[config.mk]
export PLATFORM = sky130hd
export DESIGN_NAME = tlb_entry_array
export DESIGN_NICKNAME = d
export VERILOG_FILES = /design/src/hw/mmu_pkg.sv /design/src/hw/tlb_entry_array.sv
export VERILOG_INCLUDE_DIRS = /design/src /design/src/hw
export SDC_FILE = /design/constraint.sdc
export NUM_CORES = 2
export LEC_CHECK = 0
export BUFFER_PORTS_ARGS = -buffer_cell sky130_fd_sc_hd__buf_2
export CORE_AREA = 2 2 544 546
export DETAILED_ROUTE_END_ITERATION = 16
export DIE_AREA = 0 0 546 548
export GPL_ROUTABILITY_DRIVEN = 0
export PLACE_DENSITY_LB_ADDON = 0.1
export SLEW_MARGIN = 20
export SYNTH_ARGS = -nofsm -noshare
export SYNTH_HDL_FRONTEND = slang
export SYNTH_SLANG_ARGS = --single-unit
[constraint.sdc]
create_clock -name aclk -period 1.9 [get_ports aclk]
set_input_delay 0.095 -clock aclk [delete_from_list [all_inputs] [get_ports aclk]]
set_output_delay 0.095 -clock aclk [all_outputs]
set_load 0.01 [all_outputs]
[src/hw/mmu_defines.svh]
`ifndef MMU_DEFINES_SVH
`define MMU_DEFINES_SVH

// joint TLB geometry
`define TLB_ENTRIES 16
`define TLB_IDX_W   4

// entry field widths
`define VPN2_W 19
`define PFN_W  20
`define ASID_W 8

// CP0 register numbers
`define CP0_INDEX    5'd0
`define CP0_RANDOM   5'd1
`define CP0_ENTRYLO0 5'd2
`define CP0_ENTRYLO1 5'd3
`define CP0_ENTRYHI  5'd10

// unmapped kernel segments, 512 MB each
`define KSEG0_BASE 32'h8000_0000
`define KSEG1_BASE 32'hA000_0000

// c field value of a cacheable page
`define CACHED_ATTR 3'd3

`endif

[src/hw/mmu_pkg.sv]
`include "mmu_defines.svh"

package mmu_pkg;

    typedef logic [`TLB_IDX_W-1:0] tlb_idx_t;

    // one page of an even/odd pair
    typedef struct packed {
        logic [`PFN_W-1:0] pfn;
        logic [2:0]        c;
        logic              d;
        logic              v;
    } tlb_page_t;

    typedef struct packed {
        logic [`VPN2_W-1:0] vpn2;
        logic [`ASID_W-1:0] asid;
        logic               g;
        tlb_page_t          even;
        tlb_page_t          odd;
    } tlb_entry_t;

    typedef struct packed {
        logic [31:0] vaddr;
        logic        is_store;
    } xlate_req_t;

    typedef struct packed {
        logic [31:0] paddr;
        logic        miss;
        logic        invalid;
        logic        modified;
        logic        uncached;
    } xlate_rsp_t;

    // tlbp, tlbr, tlbwi, tlbwr
    typedef enum logic [1:0] {
        probe,
        read,
        write_indexed,
        write_random
    } tlb_cmd_e;

    typedef struct packed {
        logic [`VPN2_W-1:0]            vpn2;
        logic [31-`VPN2_W-`ASID_W:0]   zero;
        logic [`ASID_W-1:0]            asid;
    } entry_hi_t;

    typedef struct packed {
        logic [31-`PFN_W-6:0] zero;
        logic [`PFN_W-1:0]    pfn;
        logic [2:0]           c;
        logic                 d;
        logic                 v;
        logic                 g;
    } entry_lo_t;

    // same CP0 data word, seen as EntryHi or as EntryLo
    typedef union packed {
        entry_hi_t hi;
        entry_lo_t lo;
    } cp0_word_u;

    typedef struct packed {
        logic       valid;
        logic [4:0] addr;
        cp0_word_u  data;
    } cp0_wr_t;

endpackage

[src/hw/tlb_entry_array.sv]
`timescale 1ns/1ps
`include "mmu_defines.svh"

module tlb_entry_array (
    input  logic                                   aclk,
    input  logic                                   rst,
    // write port, driven by tlbwi and tlbwr
    input  logic                                   wr_en,
    input  logic [`TLB_IDX_W-1:0]                  wr_idx,
    input  mmu_pkg::tlb_entry_t                    wr_entry,
    // indexed read for tlbr
    input  logic [`TLB_IDX_W-1:0]                  rd_idx,
    output mmu_pkg::tlb_entry_t                    rd_entry,
    // whole array for the associative searches
    output mmu_pkg::tlb_entry_t [`TLB_ENTRIES-1:0] entries
);

    // entries come up with v and g clear
    always_ff @(posedge aclk) begin
        if (rst) begin
            entries <= '0;
        end else if (wr_en) begin
            entries[wr_idx] <= wr_entry;
        end
    end

    // read is combinational, a write shows up one edge later
    assign rd_entry = entries[rd_idx];

endmodule

# Word level (Yosys, flattened, before mapping)
# Cells that the tools add are included.
[word_totals]
reg_bits = 1248
wordCells = 185
[op_classes]
n_reduce_logical = 1
mux = 5
order_cmp = 3
[ops]
columns = ["cell", "n"]
rows = [
  ["1248-bit bitwise mux", 1],
  ["78-bit binary-select mux with 4-bit select", 1],
  ["78-bit demux with 4-bit select", 1],
  ["78-bit two-way mux", 2],
  ["4-bit by 5-bit less-than comparator with 1-bit output, second input constant", 2],
  ["4-bit by 1-bit greater-or-equal comparator with 1-bit output, second input constant", 1],
  ["1-bit logical AND", 1],
]

# Longest topological paths before layout
[logic_depth]
word_depth = 5
ltp_mapped = 7

# Worst setup path before layout
# No wires, ideal clock.
[synth_path]
path_kind = "input -> output"
start = "input port rd_idx[0]"
end = "output port rd_entry[0] (netlist bit)"
t_arrival_ns = 1.436
path_slack_ns = 0.369
cell_stages = 6
n_path_buf = 3
cell_sequence = "buf_2 buf_6 buf_2 mux4_2 a22oi_1 nand2_1"
[synth_lines]
columns = ["item", "line", "source"]
rows = [
  ["start, declared", "tlb_entry_array.sv:12", "input logic [`TLB_IDX_W-1:0] rd_idx,"],
  ["end, declared", "tlb_entry_array.sv:13", "output mmu_pkg::tlb_entry_t rd_entry,"],
]

==> impl_metrics.yaml <==
sta:
  slew_headroom_pct: 42.6
  worst_slew_pin_slew_ns: 0.861
  fmax_mhz: 383
  skew_ns: 0
  drv_slew: 0
  timing.final.crit_share_pct: 137
  timing.final.ws_setup_ns: -0.712
  hold_violations: 0
  rsz0062_at_grt: "yes"
  fin_crit_ns: 2.61
  setup_viol: 78
synth:
  yosys.area.top_type: "dfxtp_1"
  ys_ff_latch: 1248
  yosysSeqAreaShare_pct: 44.3
  netlist_area_um2: 56400
  synth_top_area_share_pct: 44.3
  ys_warn_count: 0
  synth_cell_types: 24
  synthTopCellsByArea: "dfxtp_1, mux4_2, nand3_1"
  synth_cells: 6520
  syn_nets: 6609
  syn-mean-instance-area_um2: 8.65
die:
  num_io_pins: 1415
  die-area_um2: 299000
  die_x_um: 546
  rows: 199
  die-height_um: 548
  coreArea_um2: 293000
  initial_utilization_pct: 19.2
grt:
  grt_pass1_vias: 60001
  grt_usage_pct: 27.1
  grt_antenna_before_repair: 39
  grt_pass1_wl_um: 569000
  grt-ovfl-total: 0
  grt_max_degree: 108
cts:
  cts_tree: "built"
  cts_max_level: 4
  clockBufferDepth: 4
  clock_sinks: 1248
  clk_pin_slew_ns: 0.07
  clk_latency_ns: 0.85
  root_buffer: "clkbuf_16"
  numCtsBuffers: 167
detailed_routing:
  via_count: 63483
  post-route-drc-count: 0
  routed_wl_um: 426000
  post_drt_wl_per_cell_um: 35.5
  drt-initial-drc-count: 7649
  final_antenna_net_count: 0
  firstDrtPassIters: 6
  routed_via_density: 5.28
pwr:
  leakage_nw: 31.1
  switching_share_pct: 28.9
  peakVddDrop_v: 0.000605
  comb_power_share_pct: 11.6
  p_sw_mw: 19.4
  power_density_nw_per_um2: 827
  internal_power_mw: 47.8
  clkPwrFrac_pct: 48.5
  pwr-share-seq_pct: 39.9
critical_path:
  cp_max_fo: 2
  crit_required_ns: 1.80
  worstSetupStartpointType: "flop"
  worstSetupPathType: "reg2out"
  cp-end-kind: "output pin"
  arrival_ns: 2.52
place:
  numPortBuffers: 1414
  dpl-instance-area_um2: 71500
  dpl.hpwl_um: 310000
finish:
  mostFrequentLayoutCell: "buf_2"
  mostFrequentLayoutCells: "buf_2, nand3_1, a21oi_1"
  final_util_pct: 27.7
  top_regs: "entries x1248"
  final_layout_size_suffix_gt1_share_pct: 39.8
  final_cell_area_um2: 81200
  nets: 8045
  area.growth.synth_to_final_pct: 44.1
  largest_reg_flops: 1248
  largest_register: "entries"
status:
  status: "finished with violations"
  violations: "negative setup slack"
run:
  max-cap-violations: 0
min_path:
  min_path_type: "in2reg"
-- cells by family (layout without fill, tap and decap cells) --
group / count (synthesis) / count (layout) / share of synthesized area, %
other: 0 / 20 / 0
and+or+nand+nor: 1354 / 1354 / 11.9
DFF: 1248 / 1248 / 44.3
AOI/OAI and AO/OA: 2652 / 2652 / 24.2
buffers and inverters: 954 / 2515 / 7.04
muxes: 312 / 312 / 12.5
-- what timing repair did --
item                        CTS  global route
buffers inserted            142            10
setup endpoints to repair    78            79
pin swaps                   103            44
resized for setup           669            80
hold endpoints to repair   1248             0
hold buffers                 84             0
-- cells in the mapped netlist (all sizes together) --
cell type	n
nand3	1250
a21oi	1248
dfxtp	1248
o21ai	1248
clkbuf	650
mux4	312
buf	304
a22oi	156
nand2	79
and3b	4
nand3b	4
nor2b	4
and2	2
and3	2
nand2b	2
nor2	2
nor3b	2
or3b	2
or2	1
-- power groups by stage --
| stage | sequential (mW) | combinational, mW | clock [mW] |
|---|---|---|---|
| floorplan | 27.4 | 3.14 | 0 |
| global placement | 27.4 | 7.41 | 0 |
| detailed placement | 27.4 | 7.43 | 0 |
| CTS | 26.8 | 7.80 | 33.2 |
| global route | 26.8 | 8.10 | 34.1 |
| finish | 26.8 | 7.81 | 32.6 |
-- worst max-delay path, stage by stage (launching register included) --
cell,delay (ns)
dfxtp_4,0.36
mux4_2,0.61
a22oi_2,0.38
nand2_1,0.14
buf_2,0.16
-- layout make-up --
type                       count  area (µm²)
multi-input combinational   4318       28600
sequential                  1248       25500
tap                         3919        4900
fill                       31568      212000
antenna                       20        50.0
clock buffer                 254        5030
clock inverter                40         423
timing repair buffer        2221       16700
-- per-layer routing --
layer	share of wire, %	vias up	global-route usage (%)	wire (µm)
met5	0.040	-	0	169
met4	4.3	28	9.92	18100
met3	9.4	518	7.94	40200
met2	42	3238	39.4	179000
met1	44	32794	37.7	189000
li1	-	26905	-	-
-- metrics by stage --
step	setup TNS (ns)	std cells	setup slack, ns	total power [mW]	hold slack [ns]
6_report	-36.07	12020	-0.712	67.2	0.128
5_1_grt	-41.76	12006	-0.776	69.0	0.0911
4_1_cts	-41.94	11990	-0.778	67.8	0.0340
3_5_place_dp	-20.14	11471	-0.758	34.9	0.479
3_3_place_gp	-20.53	11471	-0.804	34.9	0.474
2_1_floorplan	0	6520	0.369	30.6	0.410
-- worst paths after layout --
check / startpoint / endpoint / slack (ns) / cells past startpoint
max: entries[1054] / rd_entry[40] / -0.71 / 4
min: wr_idx[3] / entries[979] / 0.13 / 6
max reg2reg: entries[1242] / entries[1242] / 0.60 / 4
min reg2reg: entries[241] / entries[241] / 0.48 / 2
(Power assumes the default switching activity.)
