$ cat src/hw/mmu_defines.svh
`ifndef MMU_DEFINES_SVH
`define MMU_DEFINES_SVH

// joint TLB geometry
`define TLB_ENTRIES 16
`define TLB_IDX_W   4

// entry field widths
`define VPN2_W 19
`define PFN_W  20
`define ASID_W 8

// CP0 register numbers
`define CP0_INDEX    5'd0
`define CP0_RANDOM   5'd1
`define CP0_ENTRYLO0 5'd2
`define CP0_ENTRYLO1 5'd3
`define CP0_ENTRYHI  5'd10

// unmapped kernel segments, 512 MB each
`define KSEG0_BASE 32'h8000_0000
`define KSEG1_BASE 32'hA000_0000

// c field value of a cacheable page
`define CACHED_ATTR 3'd3

`endif

$ cat src/hw/mmu_pkg.sv
`include "mmu_defines.svh"

package mmu_pkg;

    typedef logic [`TLB_IDX_W-1:0] tlb_idx_t;

    // one page of an even/odd pair
    typedef struct packed {
        logic [`PFN_W-1:0] pfn;
        logic [2:0]        c;
        logic              d;
        logic              v;
    } tlb_page_t;

    typedef struct packed {
        logic [`VPN2_W-1:0] vpn2;
        logic [`ASID_W-1:0] asid;
        logic               g;
        tlb_page_t          even;
        tlb_page_t          odd;
    } tlb_entry_t;

    typedef struct packed {
        logic [31:0] vaddr;
        logic        is_store;
    } xlate_req_t;

    typedef struct packed {
        logic [31:0] paddr;
        logic        miss;
        logic        invalid;
        logic        modified;
        logic        uncached;
    } xlate_rsp_t;

    // tlbp, tlbr, tlbwi, tlbwr
    typedef enum logic [1:0] {
        probe,
        read,
        write_indexed,
        write_random
    } tlb_cmd_e;

    typedef struct packed {
        logic [`VPN2_W-1:0]            vpn2;
        logic [31-`VPN2_W-`ASID_W:0]   zero;
        logic [`ASID_W-1:0]            asid;
    } entry_hi_t;

    typedef struct packed {
        logic [31-`PFN_W-6:0] zero;
        logic [`PFN_W-1:0]    pfn;
        logic [2:0]           c;
        logic                 d;
        logic                 v;
        logic                 g;
    } entry_lo_t;

    // same CP0 data word, seen as EntryHi or as EntryLo
    typedef union packed {
        entry_hi_t hi;
        entry_lo_t lo;
    } cp0_word_u;

    typedef struct packed {
        logic       valid;
        logic [4:0] addr;
        cp0_word_u  data;
    } cp0_wr_t;

endpackage

$ cat src/hw/tlb_match.sv
`timescale 1ns/1ps
`include "mmu_defines.svh"

module tlb_match (
    input  logic                                   aclk,
    input  logic                                   rst,
    input  mmu_pkg::tlb_entry_t [`TLB_ENTRIES-1:0] entries,
    input  logic [`VPN2_W-1:0]                     vpn2,
    input  logic [`ASID_W-1:0]                     asid,
    output logic                                   hit,
    output logic [`TLB_IDX_W-1:0]                  hit_idx
);
    import mmu_pkg::*;

    logic [`TLB_ENTRIES-1:0] match;
    logic [`TLB_ENTRIES-1:0] live_match;

    // every entry compared at once, global entries ignore asid
    always_comb begin
        for (int i = 0; i < `TLB_ENTRIES; i++) begin
            match[i] = (entries[i].vpn2 == vpn2) &&
                       (entries[i].g || (entries[i].asid == asid));
            live_match[i] = match[i] && (entries[i].even.v || entries[i].odd.v);
        end
    end

    assign hit = |match;

    // lowest index wins when cleared entries overlap
    always_comb begin
        hit_idx = '0;
        for (int i = `TLB_ENTRIES - 1; i >= 0; i--) begin
            if (match[i]) begin
                hit_idx = tlb_idx_t'(i);
            end
        end
    end

    // two entries with valid pages for one address is a software error
    a_single_live_match: assert property (
        @(posedge aclk) disable iff (rst) $countones(live_match) <= 1
    ) else $error("tlb_match: %0d live entries match vpn2 %h asid %h",
                  $countones(live_match), vpn2, asid);

endmodule

$ cat src/hw/tlb_translate.sv
`timescale 1ns/1ps
`include "mmu_defines.svh"

module tlb_translate #(
    // only the data port reports modified
    parameter bit CHECK_DIRTY = 1'b1
) (
    input  logic                                   aclk,
    input  logic                                   rst,
    input  logic                                   req_valid,
    input  mmu_pkg::xlate_req_t                    req,
    output logic                                   req_ready,
    output logic                                   rsp_valid,
    output mmu_pkg::xlate_rsp_t                    rsp,
    input  logic                                   rsp_ready,
    input  mmu_pkg::tlb_entry_t [`TLB_ENTRIES-1:0] entries,
    input  logic [`ASID_W-1:0]                     asid
);
    import mmu_pkg::*;

    localparam logic [31:0] kseg0_base = `KSEG0_BASE;
    localparam logic [31:0] kseg1_base = `KSEG1_BASE;

    logic       in_kseg0;
    logic       in_kseg1;
    logic       hit;
    tlb_idx_t   hit_idx;
    tlb_page_t  page;
    xlate_rsp_t rsp_next;
    logic       accept;

    // segment picked by the top three address bits
    assign in_kseg0 = req.vaddr[31:29] == kseg0_base[31:29];
    assign in_kseg1 = req.vaddr[31:29] == kseg1_base[31:29];

    tlb_match i_match (
        .aclk    (aclk),
        .rst     (rst),
        .entries (entries),
        .vpn2    (req.vaddr[31:13]),
        .asid    (asid),
        .hit     (hit),
        .hit_idx (hit_idx)
    );

    // bit 12 chooses the odd page
    assign page = req.vaddr[12] ? entries[hit_idx].odd : entries[hit_idx].even;

    always_comb begin
        rsp_next = '0;
        if (in_kseg0) begin
            rsp_next.paddr = req.vaddr - kseg0_base;
        end else if (in_kseg1) begin
            rsp_next.paddr    = req.vaddr - kseg1_base;
            rsp_next.uncached = 1'b1;
        end else if (!hit) begin
            rsp_next.miss = 1'b1;
        end else begin
            rsp_next.paddr    = {page.pfn, req.vaddr[11:0]};
            rsp_next.invalid  = !page.v;
            rsp_next.modified = CHECK_DIRTY && req.is_store && page.v && !page.d;
            rsp_next.uncached = page.c != `CACHED_ATTR;
        end
    end

    // one-entry output stage, refills while the old response drains
    assign req_ready = !rsp_valid || rsp_ready;
    assign accept    = req_valid && req_ready;

    always_ff @(posedge aclk) begin
        if (rst) begin
            rsp_valid <= 1'b0;
        end else if (req_ready) begin
            rsp_valid <= req_valid;
        end
    end

    always_ff @(posedge aclk) begin
        if (accept) begin
            rsp <= rsp_next;
        end
    end

    a_rsp_hold: assert property (
        @(posedge aclk) disable iff (rst)
        rsp_valid && !rsp_ready |=> rsp_valid && $stable(rsp)
    ) else $error("tlb_translate: response changed under back-pressure");

endmodule

$ cat config.mk
export PLATFORM = sky130hd
export DESIGN_NAME = tlb_translate
export DESIGN_NICKNAME = d
export VERILOG_FILES = /design/src/hw/mmu_pkg.sv /design/src/hw/tlb_match.sv /design/src/hw/tlb_translate.sv
export VERILOG_INCLUDE_DIRS = /design/src /design/src/hw
export SDC_FILE = /design/constraint.sdc
export NUM_CORES = 1
export LEC_CHECK = 0
export BUFFER_PORTS_ARGS = -buffer_cell sky130_fd_sc_hd__buf_2
export CAP_MARGIN = 20
export CORE_AREA = 2 2 523 525
export CTS_CLUSTER_SIZE = 14
export DETAILED_ROUTE_END_ITERATION = 8
export DIE_AREA = 0 0 525 527
export GPL_TIMING_DRIVEN = 1
export HOLD_SLACK_MARGIN = 0.06
export PLACE_DENSITY = 0.3
export SYNTH_ARGS = -nofsm -noshare
export SYNTH_HDL_FRONTEND = slang
export SYNTH_SLANG_ARGS = --single-unit
$ cat constraint.sdc
create_clock -name aclk -period 4.9 [get_ports aclk]
set_clock_uncertainty 0.2 [all_clocks]
set_input_delay 0.98 -clock aclk [delete_from_list [all_inputs] [get_ports aclk]]
set_output_delay 0.98 -clock aclk [all_outputs]
set_load 0.005 [all_outputs]
**Word-level counts from Yosys, hierarchy flattened**

Cells that the tools add are included.

- Memories: 0
- Bits in latches: 0
- Memory bits (writable): 0
- Bits in read-only memories: 0
- Flip-flop bits (word level): 37
- Output and inout bits: 38
- Logic and storage cells: 112
- Input port bits: 1293

- Div/mod/pow operators: 0
- $add $sub $neg: 2
- Order comparisons: 1
- Eq/ne operators: 35
- Mux-type cells: 25
- Reductions and logical operators: 42
- Shift-type cells: 0
- Multiply operators: 0
- Bitwise gates (word level): 1

Operator list:

| cell | count |
|---|---|
| binary-select mux 78 bit (select 4 bit) | 1 |
| equality test 19 bit | 16 |
| equality test 8 bit | 16 |
| two-way mux 32 bit | 3 |
| two-way mux 4 bit | 16 |
| subtractor 32 bit (second input constant) | 2 |
| two-way mux 50 bit | 1 |
| two-way mux 25 bit | 1 |
| logical AND 1 bit | 19 |
| logical OR 1 bit | 17 |
| OR reduction 16 bit | 1 |
| equality test 3 bit (second input constant) | 2 |
| less-than comparator 4 x 5 -> 1 bit (second input constant) | 1 |
| zero test 1 bit | 3 |
| two-way mux 1 bit | 3 |
| inequality test 3 x 2 -> 1 bit (second input constant) | 1 |
| OR reduction 3 bit | 1 |
| OR reduction 2 bit | 1 |
| NOT 1 bit | 1 |

**Depth between registers and ports, before layout**

- Depth after elaboration: 25
- Mapped depth: 18
- Mapped depth without buffers: 12

**Hierarchy**

Synthesis repeated with hierarchy kept, for this count alone.

- Cells, all modules: 1302
- Area, all modules: 13031.2 um^2

By module, submodules not included:

| module | cells an instance | seq. area each (um^2) | area an instance (um^2) | instances |
|---|---|---|---|---|
| tlb_translate | 623 | 1101.1 | 7694.9 | 1 |
| tlb_match | 679 | 0.0 | 5336.4 | 1 |

**Worst setup path before layout**

Ideal clock, no wire load.

- Path kind: input to register
- Start point: input asid[3]
- End point: register rsp[16] in the netlist's numbering, data pin
- Data required time: 4.441 ns
- Arrival time: 3.905 ns
- Stages on the path: 15
- Slack: 0.536 ns
- Path buffers: 3
- Setup time: 0.259 ns
- Path through: buf_2 > buf_6 > xor2_1 > nor4_1 > a21oi_1 > nor3_2 > o211ai_1 > a221o_1 > a21oi_2 > buf_6 > mux4_2 > nand2_1 > o21ai_1 > a21o_1 > a211o_1

RTL lines:

| what | line | source |
|---|---|---|
| start, declared | tlb_translate.sv:17 | `` input logic [`ASID_W-1:0] asid `` |
| end signal, assigned | tlb_translate.sv:80 | `rsp <= rsp_next;` |
| end, declared | tlb_translate.sv:14 | `output mmu_pkg::xlate_rsp_t rsp,` |

==> impl_metrics.yaml <==
outcome:
  outcome: "finished, violations left"
  violations: "negative setup slack"
floorplan:
  pin_count: 1331
  die-area_sq_um: 276700
  die_h_um: 527
  core_area_sq_um: 271700
  initial_core_util_pct: 5.059
  num_rows: 192
  die_w_um: 525
route:
  drtPass1Iterations: 5
  num_vias: 21790
  wl_per_cell_um: 29.98
  via_per_inst: 3.105
  wl_um: 210400
  drcViolationCount: 0
  drt_iter0_markers: 1205
  drtAntennaViolNets: 0
placed_design:
  gp_congestion: 0.8967
  port_buffers: 1330
  place_area_sq_um: 28400
  dpl.hpwl_um: 189000
  placedCellCount: 6846
sta:
  min_period_over_period_pct: 115.4
  maxSlewHeadroom_pct: 55.19
  tightest_slew_ns: 0.6535
  rsz0062_at_grt: "true"
  hold_slack_ns: 0.3218
  finalWorstSetupSlack_ns: -0.7554
  finalWorstPathRequiredPeriod_ns: 5.655
  fmax_mhz: 176.8
  hold_viol_final: 0
  drv_slew: 0
  setup_viol_count_final: 23
logic_synthesis:
  ys_ff_latch: 37
  synth_ff_type: "edfxtp_1"
  synth_seq_area_share_pct: 8.010
  syn_avg_cell_area_sq_um: 8.522
  syn_inst: 1613
  synth_fp_nets: 2909
  synth-edff-count: 36
  synth_area_sq_um: 13750
  ys_warn_count: 0
  async_flop_share_pct: 0
  ys_types: 69
hold_path:
  worstHoldPathType: "register to register"
  holdPathEnd: "rsp_valid"
  hold_start: "rsp_valid"
  min_delay_path_depth: 2
setup_path:
  reg2reg_to: "rsp[34]"
  critPathMaxStageDelay_ns: 0.46
  cp_data_arrival_time_ns: 5.59
  worst_path_max_delay_cell: "nand4_1"
  crit_path_end_kind: "register"
  cp.buffers_inverters: 13
  path_common_cell: "buf_12"
  start_kind: "primary input"
  path_class: "primary input to register"
  worstPathCellList: "buf_6 -> buf_12 -> buf_12 -> buf_4 -> xor2_1 -> nor4_1 -> nand4_1 -> buf_6 -> or3_4 -> o311ai_4 -> a41oi_4 -> buf_12 -> buf_12 -> buf_16 -> buf_16 -> buf_16 -> buf_8 -> mux2i_1 -> buf_4 -> a221oi_1 -> a211oi_2 -> buf_4 -> o21ai_1"
  path_delay_family: "buffers and inverters"
  cp.depth: 23
  r2r_cells: 3
  cp_max_fo: 6
  crit_required_ns: 4.83
  r2r_start: "rsp_valid"
  r2r_slack_ns: 3.13
run:
  drv_cap: 0
layout:
  syn_to_final_growth_pct: 128.6
  nNetsFinal: 4658
  fin_area_sq_um: 31420
  fill_cells: 31690
  drive_gt1_share_pct: 63.60
  fin_cells: 7019
global_route:
  grt_remaining_overflow: 0
  grt_pass1_wl_um: 257100
  grt_pass1_vias: 22630
  grt_max_degree: 34
  antenna_found_initial: 162
  grt_util_all_layers_pct: 14.52
clock_network:
  clock_latency_ns: 0.35
  cts_made_buffers: 5
  cts.sinks: 37
  htreeDepth: 2
  path_clk_slew_ns: 0.11
  clock_path_buffers: 2
  cts_tree: "yes"
  cts_root_buf: "clkbuf_16"
power_and_ir_drop:
  p_per_area_nw_per_um2: 89.82
  total_leakage_power_nw: 14.84
  peakVddDrop_mv: 0.1378
==> routing by layer <==
metal | vias up | GRT usage, % | share of wire [%]
met5 | - | 0 | 0.28
met2 | 1320 | 24.97 | 47
met4 | 90 | 2.884 | 2.6
li1 | 9647 | - | -
met3 | 302 | 4.339 | 8.2
met1 | 10430 | 17.74 | 42
==> synthesized netlist by cell type, types with 6 or more instances <==
cell | n | share of area, %
a211oi_1 | 17 | 0.93
a21oi_1 | 34 | 1.2
a221o_1 | 35 | 2.5
a221oi_1 | 41 | 2.6
a22oi_1 | 20 | 1.1
and4b_1 | 18 | 1.3
buf_2 | 36 | 1.3
buf_4 | 50 | 2.7
buf_6 | 23 | 1.9
clkbuf_1 | 34 | 0.93
edfxtp_1 | 36 | 7.9
inv_1 | 6 | 0.16
mux2_2 | 56 | 4.6
mux2i_1 | 302 | 22
nand2_1 | 101 | 2.8
nand3_1 | 22 | 0.80
nand3b_1 | 7 | 0.38
nand4_1 | 17 | 0.77
nand4b_1 | 7 | 0.45
nor2_1 | 23 | 0.63
nor2b_1 | 15 | 0.68
nor3_1 | 13 | 0.47
nor4_1 | 101 | 4.6
o211ai_1 | 53 | 2.9
o21ai_1 | 17 | 0.62
o22ai_1 | 17 | 0.77
o31ai_1 | 6 | 0.33
xnor2_1 | 48 | 3.1
xor2_1 | 384 | 24
==> through the flow <==
| step | power, mW | TNS, ns | util (%) | worst slack [ns] |
|---|---|---|---|---|
| finish | 2.822 | -15.09 | 11.56 | -0.7554 |
| global route | 3.009 | -15.64 | 11.52 | -0.7495 |
| CTS | 2.905 | -15.57 | 11.18 | -0.8508 |
| detailed placement | 2.216 | -44.90 | 10.45 | -2.160 |
| global placement | 2.226 | -57.41 | 10.44 | -3.009 |
| floorplan | 0.9050 | 0 | - | 0.5357 |
==> state kept, by name (all words and copies together) (netlist names) <==
register	flops
rsp	36
rsp_valid	1
==> worst max path at each step <==
stage	start	slack, ns	end
floorplan	asid[3]	0.54	rsp[16]
global placement	req[27]	-3.01	rsp[25]
detailed placement	req[21]	-2.16	rsp[25]
CTS	req[29]	-0.85	rsp[30]
global route	req[15]	-0.75	rsp[32]
finish	req[29]	-0.76	rsp[18]
==> logic make-up after synthesis <==
| kind of cell | after synthesis | synth area share (%) |
|---|---|---|
| buf+inv | 150 | 7.127 |
| compound gates | 276 | 15.44 |
| xor+xnor | 432 | 27.53 |
| simple gates | 354 | 14.55 |
| fa+ha+maj | 3 | 0.2731 |
| flops | 37 | 8.010 |
| mux | 361 | 27.07 |
==> placed cells by master, fill, tap and decap left out, types with 10 or more instances in the layout <==
master    instances
o21ai_1          15
mux2i_4          19
buf_6            38
o211ai_1         53
buf_8            12
nand3_1          20
nor4_1           81
o22ai_1          16
a221o_1          34
buf_2          1325
buf_16           16
a21oi_1          24
mux2i_2          31
a22oi_2          10
nor2_1           15
nand4_1          17
mux2i_1         252
mux2_2           52
a221oi_1         27
a221oi_2         12
xor2_1          376
edfxtp_1         36
nor4_2           14
a211oi_1         12
buf_12           84
nand2_1          97
buf_4           405
diode_2          67
nor2b_1          14
a22oi_1          10
xnor2_1          48
==> area by class of cell <==
class	instances	area, sq um	share of cell area, %
antenna	67	167.7	0.5337
clock buffer	5	125.1	0.3983
clock inverter	3	68.82	0.2190
inverter	6	22.52	0.07169
multi-input combinational	1426	12880	41.01
sequential	37	1101	3.505
tap	3589	4491	14.29
timing repair buffer	1886	12560	39.97
==> tightest hold or removal path: stages (launching register included) <==
cell and delay (ns):
dfxtp_1 0.32, nand2b_1 0.10, a21oi_1 0.07
==> repair_timing <==
action	CTS	global route
setup endpoints to repair	23	23
gates cloned	9	2
pin swaps	50	60
setup buffers	62	35
gates resized for setup	210	116
hold buffers	0	0
==> power by group <==
group | switching (mW) | internal, mW
combinational | 0.996 | 0.877
sequential | 0.0143 | 0.370
clock | 0.267 | 0.298
total | 1.28 | 1.54
Power figures use the tool's default switching activity.
