--- src/hw/mmu_defines.svh ---
`ifndef MMU_DEFINES_SVH
`define MMU_DEFINES_SVH

// joint TLB geometry
`define TLB_ENTRIES 16
`define TLB_IDX_W   4

// entry field widths
`define VPN2_W 19
`define PFN_W  20
`define ASID_W 8

// CP0 register numbers
`define CP0_INDEX    5'd0
`define CP0_RANDOM   5'd1
`define CP0_ENTRYLO0 5'd2
`define CP0_ENTRYLO1 5'd3
`define CP0_ENTRYHI  5'd10

// unmapped kernel segments, 512 MB each
`define KSEG0_BASE 32'h8000_0000
`define KSEG1_BASE 32'hA000_0000

// c field value of a cacheable page
`define CACHED_ATTR 3'd3

`endif

--- src/hw/mmu_pkg.sv ---
`include "mmu_defines.svh"

package mmu_pkg;

    typedef logic [`TLB_IDX_W-1:0] tlb_idx_t;

    // one page of an even/odd pair
    typedef struct packed {
        logic [`PFN_W-1:0] pfn;
        logic [2:0]        c;
        logic              d;
        logic              v;
    } tlb_page_t;

    typedef struct packed {
        logic [`VPN2_W-1:0] vpn2;
        logic [`ASID_W-1:0] asid;
        logic               g;
        tlb_page_t          even;
        tlb_page_t          odd;
    } tlb_entry_t;

    typedef struct packed {
        logic [31:0] vaddr;
        logic        is_store;
    } xlate_req_t;

    typedef struct packed {
        logic [31:0] paddr;
        logic        miss;
        logic        invalid;
        logic        modified;
        logic        uncached;
    } xlate_rsp_t;

    // tlbp, tlbr, tlbwi, tlbwr
    typedef enum logic [1:0] {
        probe,
        read,
        write_indexed,
        write_random
    } tlb_cmd_e;

    typedef struct packed {
        logic [`VPN2_W-1:0]            vpn2;
        logic [31-`VPN2_W-`ASID_W:0]   zero;
        logic [`ASID_W-1:0]            asid;
    } entry_hi_t;

    typedef struct packed {
        logic [31-`PFN_W-6:0] zero;
        logic [`PFN_W-1:0]    pfn;
        logic [2:0]           c;
        logic                 d;
        logic                 v;
        logic                 g;
    } entry_lo_t;

    // same CP0 data word, seen as EntryHi or as EntryLo
    typedef union packed {
        entry_hi_t hi;
        entry_lo_t lo;
    } cp0_word_u;

    typedef struct packed {
        logic       valid;
        logic [4:0] addr;
        cp0_word_u  data;
    } cp0_wr_t;

endpackage

--- src/hw/tlb_match.sv ---
`timescale 1ns/1ps
`include "mmu_defines.svh"

module tlb_match (
    input  logic                                   aclk,
    input  logic                                   rst,
    input  mmu_pkg::tlb_entry_t [`TLB_ENTRIES-1:0] entries,
    input  logic [`VPN2_W-1:0]                     vpn2,
    input  logic [`ASID_W-1:0]                     asid,
    output logic                                   hit,
    output logic [`TLB_IDX_W-1:0]                  hit_idx
);
    import mmu_pkg::*;

    logic [`TLB_ENTRIES-1:0] match;
    logic [`TLB_ENTRIES-1:0] live_match;

    // every entry compared at once, global entries ignore asid
    always_comb begin
        for (int i = 0; i < `TLB_ENTRIES; i++) begin
            match[i] = (entries[i].vpn2 == vpn2) &&
                       (entries[i].g || (entries[i].asid == asid));
            live_match[i] = match[i] && (entries[i].even.v || entries[i].odd.v);
        end
    end

    assign hit = |match;

    // lowest index wins when cleared entries overlap
    always_comb begin
        hit_idx = '0;
        for (int i = `TLB_ENTRIES - 1; i >= 0; i--) begin
            if (match[i]) begin
                hit_idx = tlb_idx_t'(i);
            end
        end
    end

    // two entries with valid pages for one address is a software error
    a_single_live_match: assert property (
        @(posedge aclk) disable iff (rst) $countones(live_match) <= 1
    ) else $error("tlb_match: %0d live entries match vpn2 %h asid %h",
                  $countones(live_match), vpn2, asid);

endmodule

--- src/hw/mmu_cp0.sv ---
`timescale 1ns/1ps
`include "mmu_defines.svh"

module mmu_cp0 (
    input  logic                                   aclk,
    input  logic                                   rst,
    // software register access
    input  mmu_pkg::cp0_wr_t                       cp0_wr,
    input  logic [4:0]                             cp0_raddr,
    output logic [31:0]                            cp0_rdata,
    // TLB instructions
    input  logic                                   cmd_valid,
    input  mmu_pkg::tlb_cmd_e                      cmd_op,
    output logic                                   cmd_ready,
    // entry array side
    input  mmu_pkg::tlb_entry_t [`TLB_ENTRIES-1:0] entries,
    output logic [`TLB_IDX_W-1:0]                  rd_idx,
    input  mmu_pkg::tlb_entry_t                    rd_entry,
    output logic                                   wr_en,
    output logic [`TLB_IDX_W-1:0]                  wr_idx,
    output mmu_pkg::tlb_entry_t                    wr_entry,
    // current address space for the lookups
    output logic [`ASID_W-1:0]                     asid
);
    import mmu_pkg::*;

    logic      ready_q;
    logic      probe_fail_q;
    tlb_idx_t  index_q;
    tlb_idx_t  random_q;
    entry_hi_t entry_hi_q;
    entry_lo_t entry_lo0_q;
    entry_lo_t entry_lo1_q;

    entry_hi_t wr_hi;
    entry_lo_t wr_lo;
    logic      cmd_fire;
    logic      probe_hit;
    tlb_idx_t  probe_idx;

    assign cmd_ready = ready_q;
    assign cmd_fire  = cmd_valid && ready_q;
    assign asid      = entry_hi_q.asid;

    // decode the write word both ways, reserved bits forced to zero
    always_comb begin
        wr_hi      = cp0_wr.data.hi;
        wr_hi.zero = '0;
        wr_lo      = cp0_wr.data.lo;
        wr_lo.zero = '0;
    end

    // tlbp searches with EntryHi
    tlb_match i_probe_match (
        .aclk    (aclk),
        .rst     (rst),
        .entries (entries),
        .vpn2    (entry_hi_q.vpn2),
        .asid    (entry_hi_q.asid),
        .hit     (probe_hit),
        .hit_idx (probe_idx)
    );

    assign rd_idx = index_q;
    assign wr_en  = cmd_fire && (cmd_op == write_indexed || cmd_op == write_random);
    assign wr_idx = (cmd_op == write_random) ? random_q : index_q;

    // entry image built from EntryHi and the two EntryLo registers
    always_comb begin
        wr_entry.vpn2      = entry_hi_q.vpn2;
        wr_entry.asid      = entry_hi_q.asid;
        wr_entry.g         = entry_lo0_q.g & entry_lo1_q.g;
        wr_entry.even.pfn  = entry_lo0_q.pfn;
        wr_entry.even.c    = entry_lo0_q.c;
        wr_entry.even.d    = entry_lo0_q.d;
        wr_entry.even.v    = entry_lo0_q.v;
        wr_entry.odd.pfn   = entry_lo1_q.pfn;
        wr_entry.odd.c     = entry_lo1_q.c;
        wr_entry.odd.d     = entry_lo1_q.d;
        wr_entry.odd.v     = entry_lo1_q.v;
    end

    always_ff @(posedge aclk) begin
        if (rst) begin
            ready_q      <= 1'b0;
            probe_fail_q <= 1'b0;
            index_q      <= '0;
            random_q     <= tlb_idx_t'(`TLB_ENTRIES - 1);
            entry_hi_q   <= '0;
            entry_lo0_q  <= '0;
            entry_lo1_q  <= '0;
        end else begin
            ready_q <= 1'b1;
            // Random and unknown numbers are read only
            if (cp0_wr.valid) begin
                case (cp0_wr.addr)
                    `CP0_INDEX:    index_q     <= cp0_wr.data[`TLB_IDX_W-1:0];
                    `CP0_ENTRYLO0: entry_lo0_q <= wr_lo;
                    `CP0_ENTRYLO1: entry_lo1_q <= wr_lo;
                    `CP0_ENTRYHI:  entry_hi_q  <= wr_hi;
                    default: ;
                endcase
            end
            // command results take priority over a same-cycle software write
            if (cmd_fire) begin
                case (cmd_op)
                    probe: begin
                        probe_fail_q <= !probe_hit;
                        if (probe_hit) begin
                            index_q <= probe_idx;
                        end
                    end
                    read: begin
                        entry_hi_q  <= '{vpn2: rd_entry.vpn2, zero: '0, asid: rd_entry.asid};
                        entry_lo0_q <= '{zero: '0, pfn: rd_entry.even.pfn, c: rd_entry.even.c,
                                         d: rd_entry.even.d, v: rd_entry.even.v, g: rd_entry.g};
                        entry_lo1_q <= '{zero: '0, pfn: rd_entry.odd.pfn, c: rd_entry.odd.c,
                                         d: rd_entry.odd.d, v: rd_entry.odd.v, g: rd_entry.g};
                    end
                    // wraps from 0 back to the top entry
                    write_random: random_q <= random_q - 1'b1;
                    default: ;
                endcase
            end
        end
    end

    always_comb begin
        case (cp0_raddr)
            `CP0_INDEX:    cp0_rdata = {probe_fail_q, {(31-`TLB_IDX_W){1'b0}}, index_q};
            `CP0_RANDOM:   cp0_rdata = {{(32-`TLB_IDX_W){1'b0}}, random_q};
            `CP0_ENTRYLO0: cp0_rdata = entry_lo0_q;
            `CP0_ENTRYLO1: cp0_rdata = entry_lo1_q;
            `CP0_ENTRYHI:  cp0_rdata = entry_hi_q;
            default:       cp0_rdata = '0;
        endcase
    end

    a_cmd_op_known: assert property (
        @(posedge aclk) disable iff (rst) cmd_valid |-> !$isunknown(cmd_op)
    ) else $error("mmu_cp0: cmd_op unknown while cmd_valid is high");

endmodule

--- config.mk ---
export PLATFORM = sky130hd
export DESIGN_NAME = mmu_cp0
export DESIGN_NICKNAME = d
export VERILOG_FILES = /design/src/hw/mmu_pkg.sv /design/src/hw/tlb_match.sv /design/src/hw/mmu_cp0.sv
export VERILOG_INCLUDE_DIRS = /design/src /design/src/hw
export SDC_FILE = /design/constraint.sdc
export NUM_CORES = 1
export LEC_CHECK = 0
export BUFFER_PORTS_ARGS = -buffer_cell sky130_fd_sc_hd__buf_2
export CORE_AREA = 10 10 578 580
export DETAILED_ROUTE_END_ITERATION = 10
export DIE_AREA = 0 0 588 590
export GPL_TIMING_DRIVEN = 1
export PLACE_DENSITY_LB_ADDON = 0.3
export SYNTH_ARGS = -nofsm -noshare
export SYNTH_HDL_FRONTEND = slang
export SYNTH_SLANG_ARGS = --single-unit
--- constraint.sdc ---
create_clock -name aclk -period 6.1 [get_ports aclk]
set_input_delay 0.305 -clock aclk [delete_from_list [all_inputs] [get_ports aclk]]
set_output_delay 0.305 -clock aclk [all_outputs]
set_load 0.005 [all_outputs]
======== After elaboration in Yosys (flattened, before gate mapping) ========
Index checks and enable logic that the tools add are counted.
Widths: inputs -> output; s select.
cells by class
  $lt $le $gt $ge ......................... 0
  $mul .................................... 0
  divide/modulo/power cells ............... 0
  eq/ne operators ......................... 42
  reduce and logical (&&, ||, !) cells .... 42
  shifts and indexed selects .............. 0
  add/subtract/negate cells ............... 1
  bitwise gates (word level) .............. 1
  mux-type cells .......................... 36
operator list
  kind                 number
  $mux 32              12
  $eq 19x19->1         16
  $pmux 32 s5          1
  $eq 8x8->1           16
  $mux 4               22
  $eq 5x2->1 const B   4
  $logic_and 1x1->1    18
  $logic_or 1x1->1     17
  $reduce_or 16->1     1
  $eq 5x4->1 const B   2
  $logic_not 5->1      2
  $eq 5x1->1 const B   1
  $eq 2x2->1 const B   2
  $reduce_and 2->1     2
  $sub 4x1->4 const B  1
  $eq 2x1->1 const B   1
  $logic_not 2->1      1
  $and 1x1->1          1
  $logic_not 1->1      1
  $mux 1               1
word-level totals
  logic and storage cells ................. 141
  ROM bits ................................ 0
  memories ................................ 0
  register bits ........................... 106
  bits in latches ......................... 0
  memory bits (writable) .................. 0

======== Depth between registers and ports, before layout ========
Gate-level depths: netlist of run 1.
  depth after elaboration ................. 22
  gate-level depth with buffers ........... 10
  gate-level depth less buffers ........... 8

======== By module ========
A second synthesis of run 1 with hierarchy kept.
unflattened totals
  cell total of the unflattened synthesis .. 1,448
  area total of the unflattened synthesis .. 11,483.5 sq um
by module, submodules not included
  module     area each (sq um)  cells each  times used  sequential area each (sq um)
  mmu_cp0    6,147.1            769         1           2,122.0
  tlb_match  5,336.4            679         1           0.0

======== Worst setup path after synthesis of run 1 ========
Ideal clock, no wire load.
  path kind ............................... reg-to-reg
  start point ............................. reg entry_hi_q, in the netlist asid[6]
  end point ............................... reg index_q[0], in the netlist rd_idx[0]
  stages on the path, launching flop included .. 11
  required time ........................... 5.973 ns
  period minus slack after synthesis ...... 2.191 ns
  arrival ................................. 2.064 ns
  slack ................................... 3.909 ns
  setup time .............................. 0.127 ns
  buffers on the path ..................... 2
  cells stage by stage .................... dfxtp_1 buf_6 buf_12 xor2_1 nor4_1 a21oi_1 nor4_1 nor4_1 a41oi_2 a211oi_1 nor3_2
on the way
  cells in the longest elaborated chain, start to end .. 22
  elaborated cells between the ends (all ways) .. 68
RTL lines
  what                    RTL line         text
  from (decl)             mmu_cp0.sv:31    entry_hi_t entry_hi_q;
  from (signal assigned)  mmu_cp0.sv:100   `CP0_ENTRYHI: entry_hi_q <= wr_hi;
  from (signal assigned)  mmu_cp0.sv:114   entry_hi_q <= '{vpn2: rd_entry.vpn2, zero: '0, asid: rd_entry.asid};
  $eq 8x8->1              tlb_match.sv:22  (entries[i].g || (entries[i].asid == asid));
  $logic_or 1x1->1        tlb_match.sv:22
  $logic_and 1x1->1       tlb_match.sv:21  match[i] = (entries[i].vpn2 == vpn2) &&
  $mux 4 (16 in a row)    tlb_match.sv:33  if (match[i]) begin
  $mux 4 (*)              mmu_cp0.sv:109   if (probe_hit) begin
  $mux 4 (*)              mmu_cp0.sv:106   case (cmd_op)
  $mux 4 (*)              mmu_cp0.sv:105   if (cmd_fire) begin
  to (signal assigned)    mmu_cp0.sv:97    `CP0_INDEX: index_q <= cp0_wr.data[`TLB_IDX_W-1:0];
  to (signal assigned)    mmu_cp0.sv:110   index_q <= probe_idx;
  to (decl)               mmu_cp0.sv:29    tlb_idx_t index_q;
Every way passes the cells marked *; elsewhere a longest branch is shown, timed or not.
A chain may end at the register's enable or synchronous reset.

======== Worst setup path after layout of run 1 ========
  start point ............................. reg entry_hi_q, in the netlist wr_entry[74]
  end point ............................... reg index_q[2], in the netlist rd_idx[2]
on the way
  cells in the longest elaborated chain, start to end .. 21
  elaborated cells between the ends (all ways) .. 52
RTL lines
  what                  RTL line
  $eq 19x19->1          tlb_match.sv:21
  $logic_and 1x1->1     tlb_match.sv:21
  $mux 4 (16 in a row)  tlb_match.sv:33
  $mux 4 (*)            mmu_cp0.sv:109
  $mux 4 (*)            mmu_cp0.sv:106
  $mux 4 (*)            mmu_cp0.sv:105
Marks and branches as above.

==> results of run 1 <==
worst max-delay path, cell delays in order (launching register included):
cell and delay [ps]:
dfxtp_4 850, xor2_1 170, nor4_2 330, buf_4 300, nand4_1 740, nor3_2 580
nor4_1 170, o41ai_1 600, a211oi_1 170
flip-flops by register name, summed over array words and instances, names as in the netlist, 4 cells and up:
signal / count
wr_entry: 69
asid: 8
random_q: 4
entry_lo0_q: 7
entry_hi_q: 5
entry_lo1_q: 7
rd_idx: 4
cells by family (layout without fill, tap and decap cells):
group	count (synthesis)	count (layout)
compound gates	161	161
xor+xnor	434	434
fa+ha+maj	1	1
buf+inv	199	786
flops	106	106
mux	35	35
other cells	0	21
simple gates	464	464
layout make-up:
type | instances | share of cell area [%]
Clock inverter | 6 | 0.318
Sequential cell | 106 | 11.2
Multi-Input combinational cell | 1095 | 39.2
Timing Repair Buffer | 765 | 20.3
Clock buffer | 10 | 1.21
Inverter | 5 | 0.0953
Antenna cell | 21 | 0.267
Tap cell | 4325 | 27.5
final timing paths:
kind | end | slack (ps) | from
setup / recovery | rd_idx[2] | 1920 | wr_entry[74]
hold / removal | wr_entry[72] | 170 | cp0_wr[26]
setup reg to reg | rd_idx[2] | 1920 | wr_entry[74]
hold reg to reg | entry_lo0_q[31] | 480 | entry_lo0_q[31]
layer usage:
metal	global-route usage [%]	up-vias	part of all wire [%]
met3	1.98	158	7.4
met4	1.35	26	1.6
met5	0	-	0.12
li1	-	5913	-
met1	9.11	6220	43
met2	12.2	797	48
power breakdown:
part	internal [mW]	switching, mW	total (mW)	leakage (nW)
Clock	0.306	0.386	0.692	0.151
Sequential	0.710	0.117	0.828	0.878
Combinational	0.312	0.378	0.690	7.03
Total	1.33	0.881	2.21	8.06
cell usage in the layout (no fill, tap or decap), types with 3 or more instances in the layout:
| master | count |
|---|---|
| buf_2 | 700 |
| xor2_1 | 384 |
| nand2_1 | 180 |
| nor4_1 | 94 |
| nor2_1 | 89 |
| dfxtp_1 | 79 |
| buf_4 | 65 |
| a311oi_1 | 52 |
| xnor2_1 | 50 |
| a22oi_1 | 32 |
| mux2i_1 | 31 |
| a211oi_1 | 30 |
| a21oi_1 | 25 |
| diode_2 | 21 |
| and3_1 | 20 |
| nand3_1 | 17 |
| dfxtp_4 | 17 |
| nand4_1 | 13 |
| nor4_2 | 12 |
| o21ai_0 | 11 |
| dfxtp_2 | 10 |
| nor3_1 | 9 |
| clkbuf_16 | 9 |
| inv_1 | 5 |
| nor3_2 | 5 |
| mux2_2 | 4 |
| or4_1 | 4 |
| nor2b_1 | 3 |
| and3_2 | 3 |
==> impl_metrics.env, run 1 <==
export IMPL_synthesis_nets=2775
export IMPL_die_area_um2=347000
export IMPL_clk_transition_reported_paths_ps=100
export IMPL_placed_area_um2=19300
export IMPL_antenna_found_initial=88
export IMPL_routed_wl_mm=131
export IMPL_final_util_pct=6.10
export IMPL_p_leak_nw=8.06
export IMPL_fmax_ghz=0.239
export IMPL_nets=3357
export IMPL_die_y_um=590
export IMPL_routedWlPerCell_um=20.8
export IMPL_synth_top_area_cell="xor2_1"
export IMPL_setup_viol=0
export IMPL_status="finished clean"
export IMPL_relSlewSlack_pct=29.0
export IMPL_required_ps=6370
export IMPL_die_w_um=588
export IMPL_synth_xor_area_share_pct=33.9
export IMPL_hold_ws_ps=171
export IMPL_io_buffer_count=701
export IMPL_hold_buffers=0
export IMPL_cts_sink_count=106
export IMPL_final_max_slew_viol_count=0
export IMPL_design_area_um2=19700
export IMPL_synth_flop_cell="dfxtp_1"
export IMPL_critPathKind="reg2reg"
export IMPL_tns_ps=0
export IMPL_rsz0062_at_grt="false"
export IMPL_post_place_ws_ps=1420
export IMPL_synth_cell_types=45
export IMPL_overflow=0
export IMPL_nFillCells=38444
export IMPL_io_pin_count=1502
export IMPL_hpwl_mm=113
export IMPL_max_cap_violations=0
export IMPL_numCtsBuffers=9
export IMPL_synth_common_cells="xor2_1, nand2_1, dfxtp_1"
export IMPL_grt_max_degree=67
export IMPL_synth_most_common_cell="xor2_1"
export IMPL_first_global_vias=13598
export IMPL_core_um2=323000
export IMPL_drc=0
export IMPL_areaGrowthSynthToFinish_pct=75.6
export IMPL_place_congestion=0.828
export IMPL_synth_compound_area_share_pct=10.7
export IMPL_synth_area_leaders="xor2_1, dfxtp_1, buf_4"
export IMPL_synth_top_family_by_area="XOR/XNOR gates"
export IMPL_num_vias=13114
export IMPL_seq_area_um2=2200
export IMPL_clockBufferDepth=2
export IMPL_synth_area_per_cell_um2=8.01
export IMPL_crit_arrival_ps=4450
export IMPL_cts_root_buf="clkbuf_16"
export IMPL_dr_first_iter_drc_count=874
export IMPL_async_reset_ff_share_pct=0
export IMPL_cp_start_kind="register"
export IMPL_drive_above_1_share_pct=42.5
export IMPL_synth_area_mux_share_pct=3.17
export IMPL_synth_edf_count=0
export IMPL_final_cells=6333
export IMPL_dp_cells=6296
export IMPL_grt_pass1_wl_mm=161
export IMPL_rows=209
export IMPL_holdPathStages=3
export IMPL_synth_warnings=0
export IMPL_fin_skew_ps=17.9
export IMPL_worst_skew_pair_late_latency_ps=410
export IMPL_start_util_pct=3.47
export IMPL_cts_setup_buffers=0
export IMPL_p_total_mw=2.21
export IMPL_syn_area_um2=11200
export IMPL_worst_slack_ps=1920
export IMPL_htree_levels=3
export IMPL_synth_adder_area_share_pct=0.112
export IMPL_vias_per_cell=2.07
export IMPL_netlist_instances=1400
export IMPL_worstRegToRegCells=8
export IMPL_synth_seq_cells=106
export IMPL_synth_seq_area_share_pct=18.9
export IMPL_crit_path_max_fanout=17
export IMPL_grt_usage_pct=7.18
export IMPL_vdd_drop_max_mv=0.129
export IMPL_cts_tree="yes"
export IMPL_antenna_left=0
export IMPL_dr_pass1_iters=5
export IMPL_end_kind="register"
export IMPL_min_period_over_period_pct=68.6
export IMPL_synth_top_area_share_pct=30.0
export IMPL_hold_viol_final=0
export IMPL_worst_pin_slew_ps=1060
export IMPL_period_needed_ps=4180
export IMPL_power_density_nw_per_um2=112
export IMPL_multiInputGateArea_um2=7720
export IMPL_post_cts_resized=0
export IMPL_synth_simple_gate_area_share_pct=19.9
export IMPL_min_path_type="in2reg"
Power figures use the tool's default switching activity.
==> inputs of run 2 (changes only) <==
Settings changed: CORE_AREA 10 10 578 580 to 10 10 581 583, DIE_AREA 0 0 588 590 to 0 0 591 593.
Clock period 6.1 ns to 3.85 ns, I/O delays scaled along.
==> run 2 against run 1 <==
Compared with the run above:
- critical path depth grew 3
- global-route usage barely moved
- total power rose by 64%
- flip-flop and latch count unchanged
- core utilization increased by 0.18 points
- non-clock buffer count increased by 60
- first-iteration DRC count shrank 2.4%
- cell area is 4.1% higher
- critical endpoint is now rd_idx[1]
- largest power group is now combinational cells
==> impl_metrics.env, run 2 (synthesized netlist as in run 1, its figures left out) <==
export IMPL_status="finished clean"
export IMPL_relSlewSlack_pct=32.5
export IMPL_rsz0062_at_grt="false"
export IMPL_final_cell_mix="buf_2, xor2_1, nand2_1, buf_4, nor4_1"
export IMPL_start_util_pct=3.44
export IMPL_min_path_type="in2reg"
export IMPL_drive_above_1_share_pct=44.2
export IMPL_period_needed_ps=3720
export IMPL_hold_viol_final=0
export IMPL_numCtsBuffers=9
export IMPL_crit_arrival_ps=4070
export IMPL_num_vias=13468
export IMPL_cp_start_kind="register"
export IMPL_routedWlPerCell_um=20.8
export IMPL_worst_pin_slew_ps=1000
export IMPL_min_period_over_period_pct=96.6
export IMPL_core_um2=326000
export IMPL_tns_ps=0
export IMPL_cts_root_buf="clkbuf_16"
export IMPL_grt_usage_pct=7.21
export IMPL_io_pin_count=1502
export IMPL_io_buffer_count=701
export IMPL_clk_transition_reported_paths_ps=110
export IMPL_required_ps=4200
export IMPL_rows=210
export IMPL_p_leak_nw=8.44
export IMPL_end_kind="register"
export IMPL_cts_tree="yes"
export IMPL_antenna_left=0
export IMPL_final_common_cell="buf_2"
export IMPL_final_max_slew_viol_count=0
export IMPL_dp_cells=6371
export IMPL_vias_per_cell=2.10
export IMPL_fin_skew_ps=21.6
export IMPL_nets=3417
export IMPL_final_cells=6415
export IMPL_dr_first_iter_drc_count=853
export IMPL_post_place_ws_ps=-307
export IMPL_clockBufferDepth=2
export IMPL_routed_wl_mm=133
export IMPL_multiInputGateArea_um2=7730
export IMPL_die_y_um=593
export IMPL_place_congestion=0.808
export IMPL_grt_pass1_wl_mm=162
export IMPL_setup_viol=0
export IMPL_areaGrowthSynthToFinish_pct=82.8
export IMPL_grt_max_degree=53
export IMPL_critPathKind="reg2reg"
export IMPL_seq_area_um2=2190
export IMPL_overflow=0
export IMPL_hold_buffers=0
export IMPL_antenna_found_initial=90
export IMPL_fmax_ghz=0.269
export IMPL_die_area_um2=350000
export IMPL_vdd_drop_max_mv=0.184
export IMPL_drc=0
export IMPL_crit_path_max_fanout=9
export IMPL_worst_slack_ps=131
export IMPL_cts_sink_count=106
export IMPL_hpwl_mm=117
export IMPL_dr_pass1_iters=5
export IMPL_die_w_um=591
export IMPL_max_cap_violations=0
export IMPL_first_global_vias=14115
export IMPL_worst_skew_pair_late_latency_ps=410
export IMPL_power_density_nw_per_um2=177
export IMPL_largest_reg_flops=69
export IMPL_htree_levels=3
export IMPL_nFillCells=38578
run 2: cell count changes in the layout (fill, tap and decap cells not counted), sizes merged:
cell / delta
inv: -2
clkinv: +2
diode: +1
buf: +60
run 2: per-layer routing:
metal / wire length, um / global-route usage (%)
met5: 223 / 0
met4: 2710 / 1.29
met3: 9920 / 1.97
met2: 63300 / 12.3
met1: 57200 / 9.12
run 2: what timing repair did:
| item | in CTS | in global routing |
|---|---|---|
| setup buffers | 0 | 6 |
| resized for setup | 5 | 0 |
| cloned | 0 | 0 |
| endpoints found under the setup margin | 5 | 1 |
run 2: stage by stage:
step / total power [mW] / hold WS, ps / util [%] / instance area (um2)
2_1_floorplan: 1.73 / 350 / - / 11200
3_3_place_gp: 2.56 / 465 / 6.14 / 20000
3_5_place_dp: 2.55 / 467 / 6.14 / 20000
4_1_cts: 3.76 / 18.3 / 6.25 / 20400
5_1_grt: 3.85 / 41.2 / 6.27 / 20400
6_report: 3.63 / 50.8 / 6.28 / 20500
run 2: layout make-up:
class	count	area share [%]
multi-input combinational	1095	37.7
tap	4346	26.5
timing repair buffer	825	23.1
sequential	106	10.7
clock buffer	10	1.22
clock inverter	6	0.342
antenna	22	0.269
inverter	5	0.0916
run 2: final timing paths:
path / startpoint / end / slack [ps] / cells after the start
setup reg to reg: wr_entry[72] / rd_idx[1] / 130 / 11
hold / removal: cp0_wr[27] / wr_entry[73] / 50 / 3
hold reg to reg: entry_lo1_q[31] / entry_lo1_q[31] / 490 / 1
setup / recovery: wr_entry[72] / rd_idx[1] / 130 / 11
run 2: power breakdown:
part           internal, mW  leakage [nW]  total, mW  switching, mW
Clock                 0.509         0.157       1.15          0.644
Combinational         0.542          7.41       1.25          0.713
Sequential             1.13         0.877       1.22         0.0962
Total                  2.18          8.44       3.63           1.45
run 2: critical path, stage by stage, from the launching register on:
cell and delay [ps]:
dfxtp_4 440, buf_4 400, xor2_1 220, nor4_2 540, buf_4 260, nand4_1 400
nor3_1 460, nor4_1 160, a41oi_2 340, buf_4 180, o21ai_0 90, a21oi_1 150
==> inputs of run 3 (changes only) <==
--- a/config.mk
+++ b/config.mk
@@ -12,5 +12,5 @@
 export DIE_AREA = 0 0 591 593
 export GPL_TIMING_DRIVEN = 1
-export PLACE_DENSITY_LB_ADDON = 0.3
+export PLACE_DENSITY_LB_ADDON = 0.05
 export SYNTH_ARGS = -nofsm -noshare
 export SYNTH_HDL_FRONTEND = slang
==> constraint.sdc (replaced) <==
create_clock -name aclk -period 3.85 [get_ports aclk]
set_input_delay 1.155 -clock aclk [delete_from_list [all_inputs] [get_ports aclk]]
set_output_delay 1.155 -clock aclk [all_outputs]
set_load 0.005 [all_outputs]
==> run 3 against run 2 <==
Compared with the run above:
- combinational power barely moved
- sequential share of layout area fell by 0.46 points
- total power up 1.1%
- worst setup slack worse by 39 ps
- critical path depth down 3
- flip-flop and latch count stayed put
- via count is 2.1% lower
==> impl_metrics.env, run 3 (synthesized netlist as in run 1, its figures left out) <==
export IMPL_status="finished clean"
export IMPL_setup_viol=0
export IMPL_cts_tree="yes"
export IMPL_grt_max_degree=38
export IMPL_cp_start_kind="input pin"
export IMPL_drive_above_1_share_pct=45.9
export IMPL_nFillCells=38580
export IMPL_rsz0062_at_grt="false"
export IMPL_hold_viol_final=0
export IMPL_cts_sink_count=106
export IMPL_numCtsBuffers=9
export IMPL_dr_first_iter_drc_count=525
export IMPL_crit_path_max_fanout=5
export IMPL_largest_reg_flops=69
export IMPL_htree_levels=3
export IMPL_max_cap_violations=0
export IMPL_final_max_slew_viol_count=0
export IMPL_io_buffer_count=701
export IMPL_critPathSlowestCell="or3_4"
export IMPL_period_needed_ps=3760
export IMPL_path_cells="buf_2 > or3_4 > nor2_4 > buf_4 > buf_4 > a22oi_1 > o21ai_0 > buf_2"
export IMPL_final_common_cell="buf_2"
export IMPL_cts_root_buf="clkbuf_16"
export IMPL_end_kind="output pin"
export IMPL_hpwl_mm=118
export IMPL_antenna_found_initial=129
export IMPL_die_w_um=591
export IMPL_crit_arrival_ps=2600
export IMPL_routed_wl_mm=138
export IMPL_core_um2=326000
export IMPL_first_global_vias=14478
export IMPL_post_place_ws_ps=-607
export IMPL_path_buf_inv=4
export IMPL_placed_area_um2=20700
export IMPL_areaGrowthSynthToFinish_pct=89.9
export IMPL_grt_usage_pct=7.52
export IMPL_min_path_type="reg2reg"
export IMPL_power_density_nw_per_um2=172
export IMPL_fin_skew_ps=21.3
export IMPL_worst_slack_ps=92.1
export IMPL_die_y_um=593
export IMPL_io_pin_count=1502
export IMPL_grt_pass1_wl_mm=170
export IMPL_vias_per_cell=2.03
export IMPL_num_vias=13190
export IMPL_relSlewSlack_pct=53.1
export IMPL_routedWlPerCell_um=21.2
export IMPL_final_cell_mix="buf_2, xor2_1, nand2_1, buf_4, nor4_1"
export IMPL_drc=0
export IMPL_die_area_um2=350000
export IMPL_nets=3482
export IMPL_min_period_over_period_pct=97.6
export IMPL_p_leak_nw=8.88
export IMPL_design_area_um2=21300
export IMPL_dr_pass1_iters=7
export IMPL_overflow=0
export IMPL_vdd_drop_max_mv=0.249
export IMPL_multiInputGateArea_um2=7730
export IMPL_antenna_left=0
export IMPL_clk_transition_reported_paths_ps=110
export IMPL_place_congestion=0.662
export IMPL_slowest_delay_ps=440
export IMPL_critPathKind="in2out"
export IMPL_seq_area_um2=2180
export IMPL_rows=210
export IMPL_path_delay_family="simple AND/OR/NAND/NOR gates"
export IMPL_required_ps=2690
export IMPL_worst_pin_slew_ps=698
export IMPL_fmax_ghz=0.266
export IMPL_start_util_pct=3.44
export IMPL_worst_skew_pair_late_latency_ps=450
export IMPL_clockBufferDepth=2
==> run 3: cell types whose count changed in the layout (fill, tap and decap cells not counted), moves of 2 or more <==
cell,change
buf_4,+44
nand2_2,+2
inv_8,+2
diode_2,+25
nor4_1,+4
dfxtp_4,-5
nor4_2,-4
buf_12,+21
nor3_1,-2
dfxtp_2,+5
==> run 3: power by group <==
group	switching [mW]	leakage, nW	internal (mW)	total [mW]
logic	0.678	7.85	0.560	1.24
registers	0.0868	0.876	1.13	1.22
clock network	0.686	0.159	0.529	1.22
==> run 3: per-layer routing <==
| metal | part of all wire, % | GRT usage [%] | vias up |
|---|---|---|---|
| met3 | 9.4 | 3.14 | 171 |
| met4 | 1.3 | 1.41 | 108 |
| met1 | 44 | 9.35 | 6020 |
| met5 | 0.49 | 0 | - |
| li1 | - | - | 6206 |
| met2 | 45 | 12.2 | 685 |
==> run 3: worst reg2reg max path, delay by kind of cell (launching register included) <==
kind / cells / cell delay [ps]
AO/OA/AOI/OAI: 3 / 540
XOR/XNOR: 1 / 240
buffers and inverters: 3 / 630
flip-flops: 1 / 760
AND/OR/NAND/NOR: 4 / 1270
==> run 3: final cells by class <==
class / instances / share of cell area (%)
Antenna cell: 47 / 0.552
Clock buffer: 9 / 1.06
Clock inverter: 7 / 0.441
Inverter: 5 / 0.0882
Multi-Input combinational cell: 1095 / 36.3
Sequential cell: 106 / 10.2
Tap cell: 4346 / 25.5
Timing Repair Buffer: 890 / 25.8
==> run 3: per-stage QoR <==
step | cells | util, % | power [mW] | setup TNS (ps) | hold slack, ps
3_5_place_dp | 6437 | 6.36 | 2.55 | -5080 | 468
5_1_grt | 6485 | 6.51 | 3.95 | 0 | 501
2_1_floorplan | 1400 | - | 1.73 | 0 | 447
3_3_place_gp | 6437 | 6.36 | 2.57 | -5580 | 472
6_report | 6505 | 6.53 | 3.67 | 0 | 488
4_1_cts | 6458 | 6.48 | 3.90 | 0 | 492
==> run 3: repair_timing <==
action,in CTS,in global routing
buffers inserted,5,0
setup endpoints to repair,34,3
cloned,0,0
resized for setup,9,4
pin swaps,2,0
hold buffers,0,0
==> run 3: path summary, 6_finish.rpt <==
path	start	endpoint	slack, ps	depth (start not counted)
setup / recovery	cp0_raddr[3]	cp0_rdata[2]	90	8
hold / removal	entry_lo1_q[26]	entry_lo1_q[26]	490	1
setup reg to reg	wr_entry[63]	rd_idx[1]	320	11
hold reg to reg	entry_lo1_q[26]	entry_lo1_q[26]	490	1
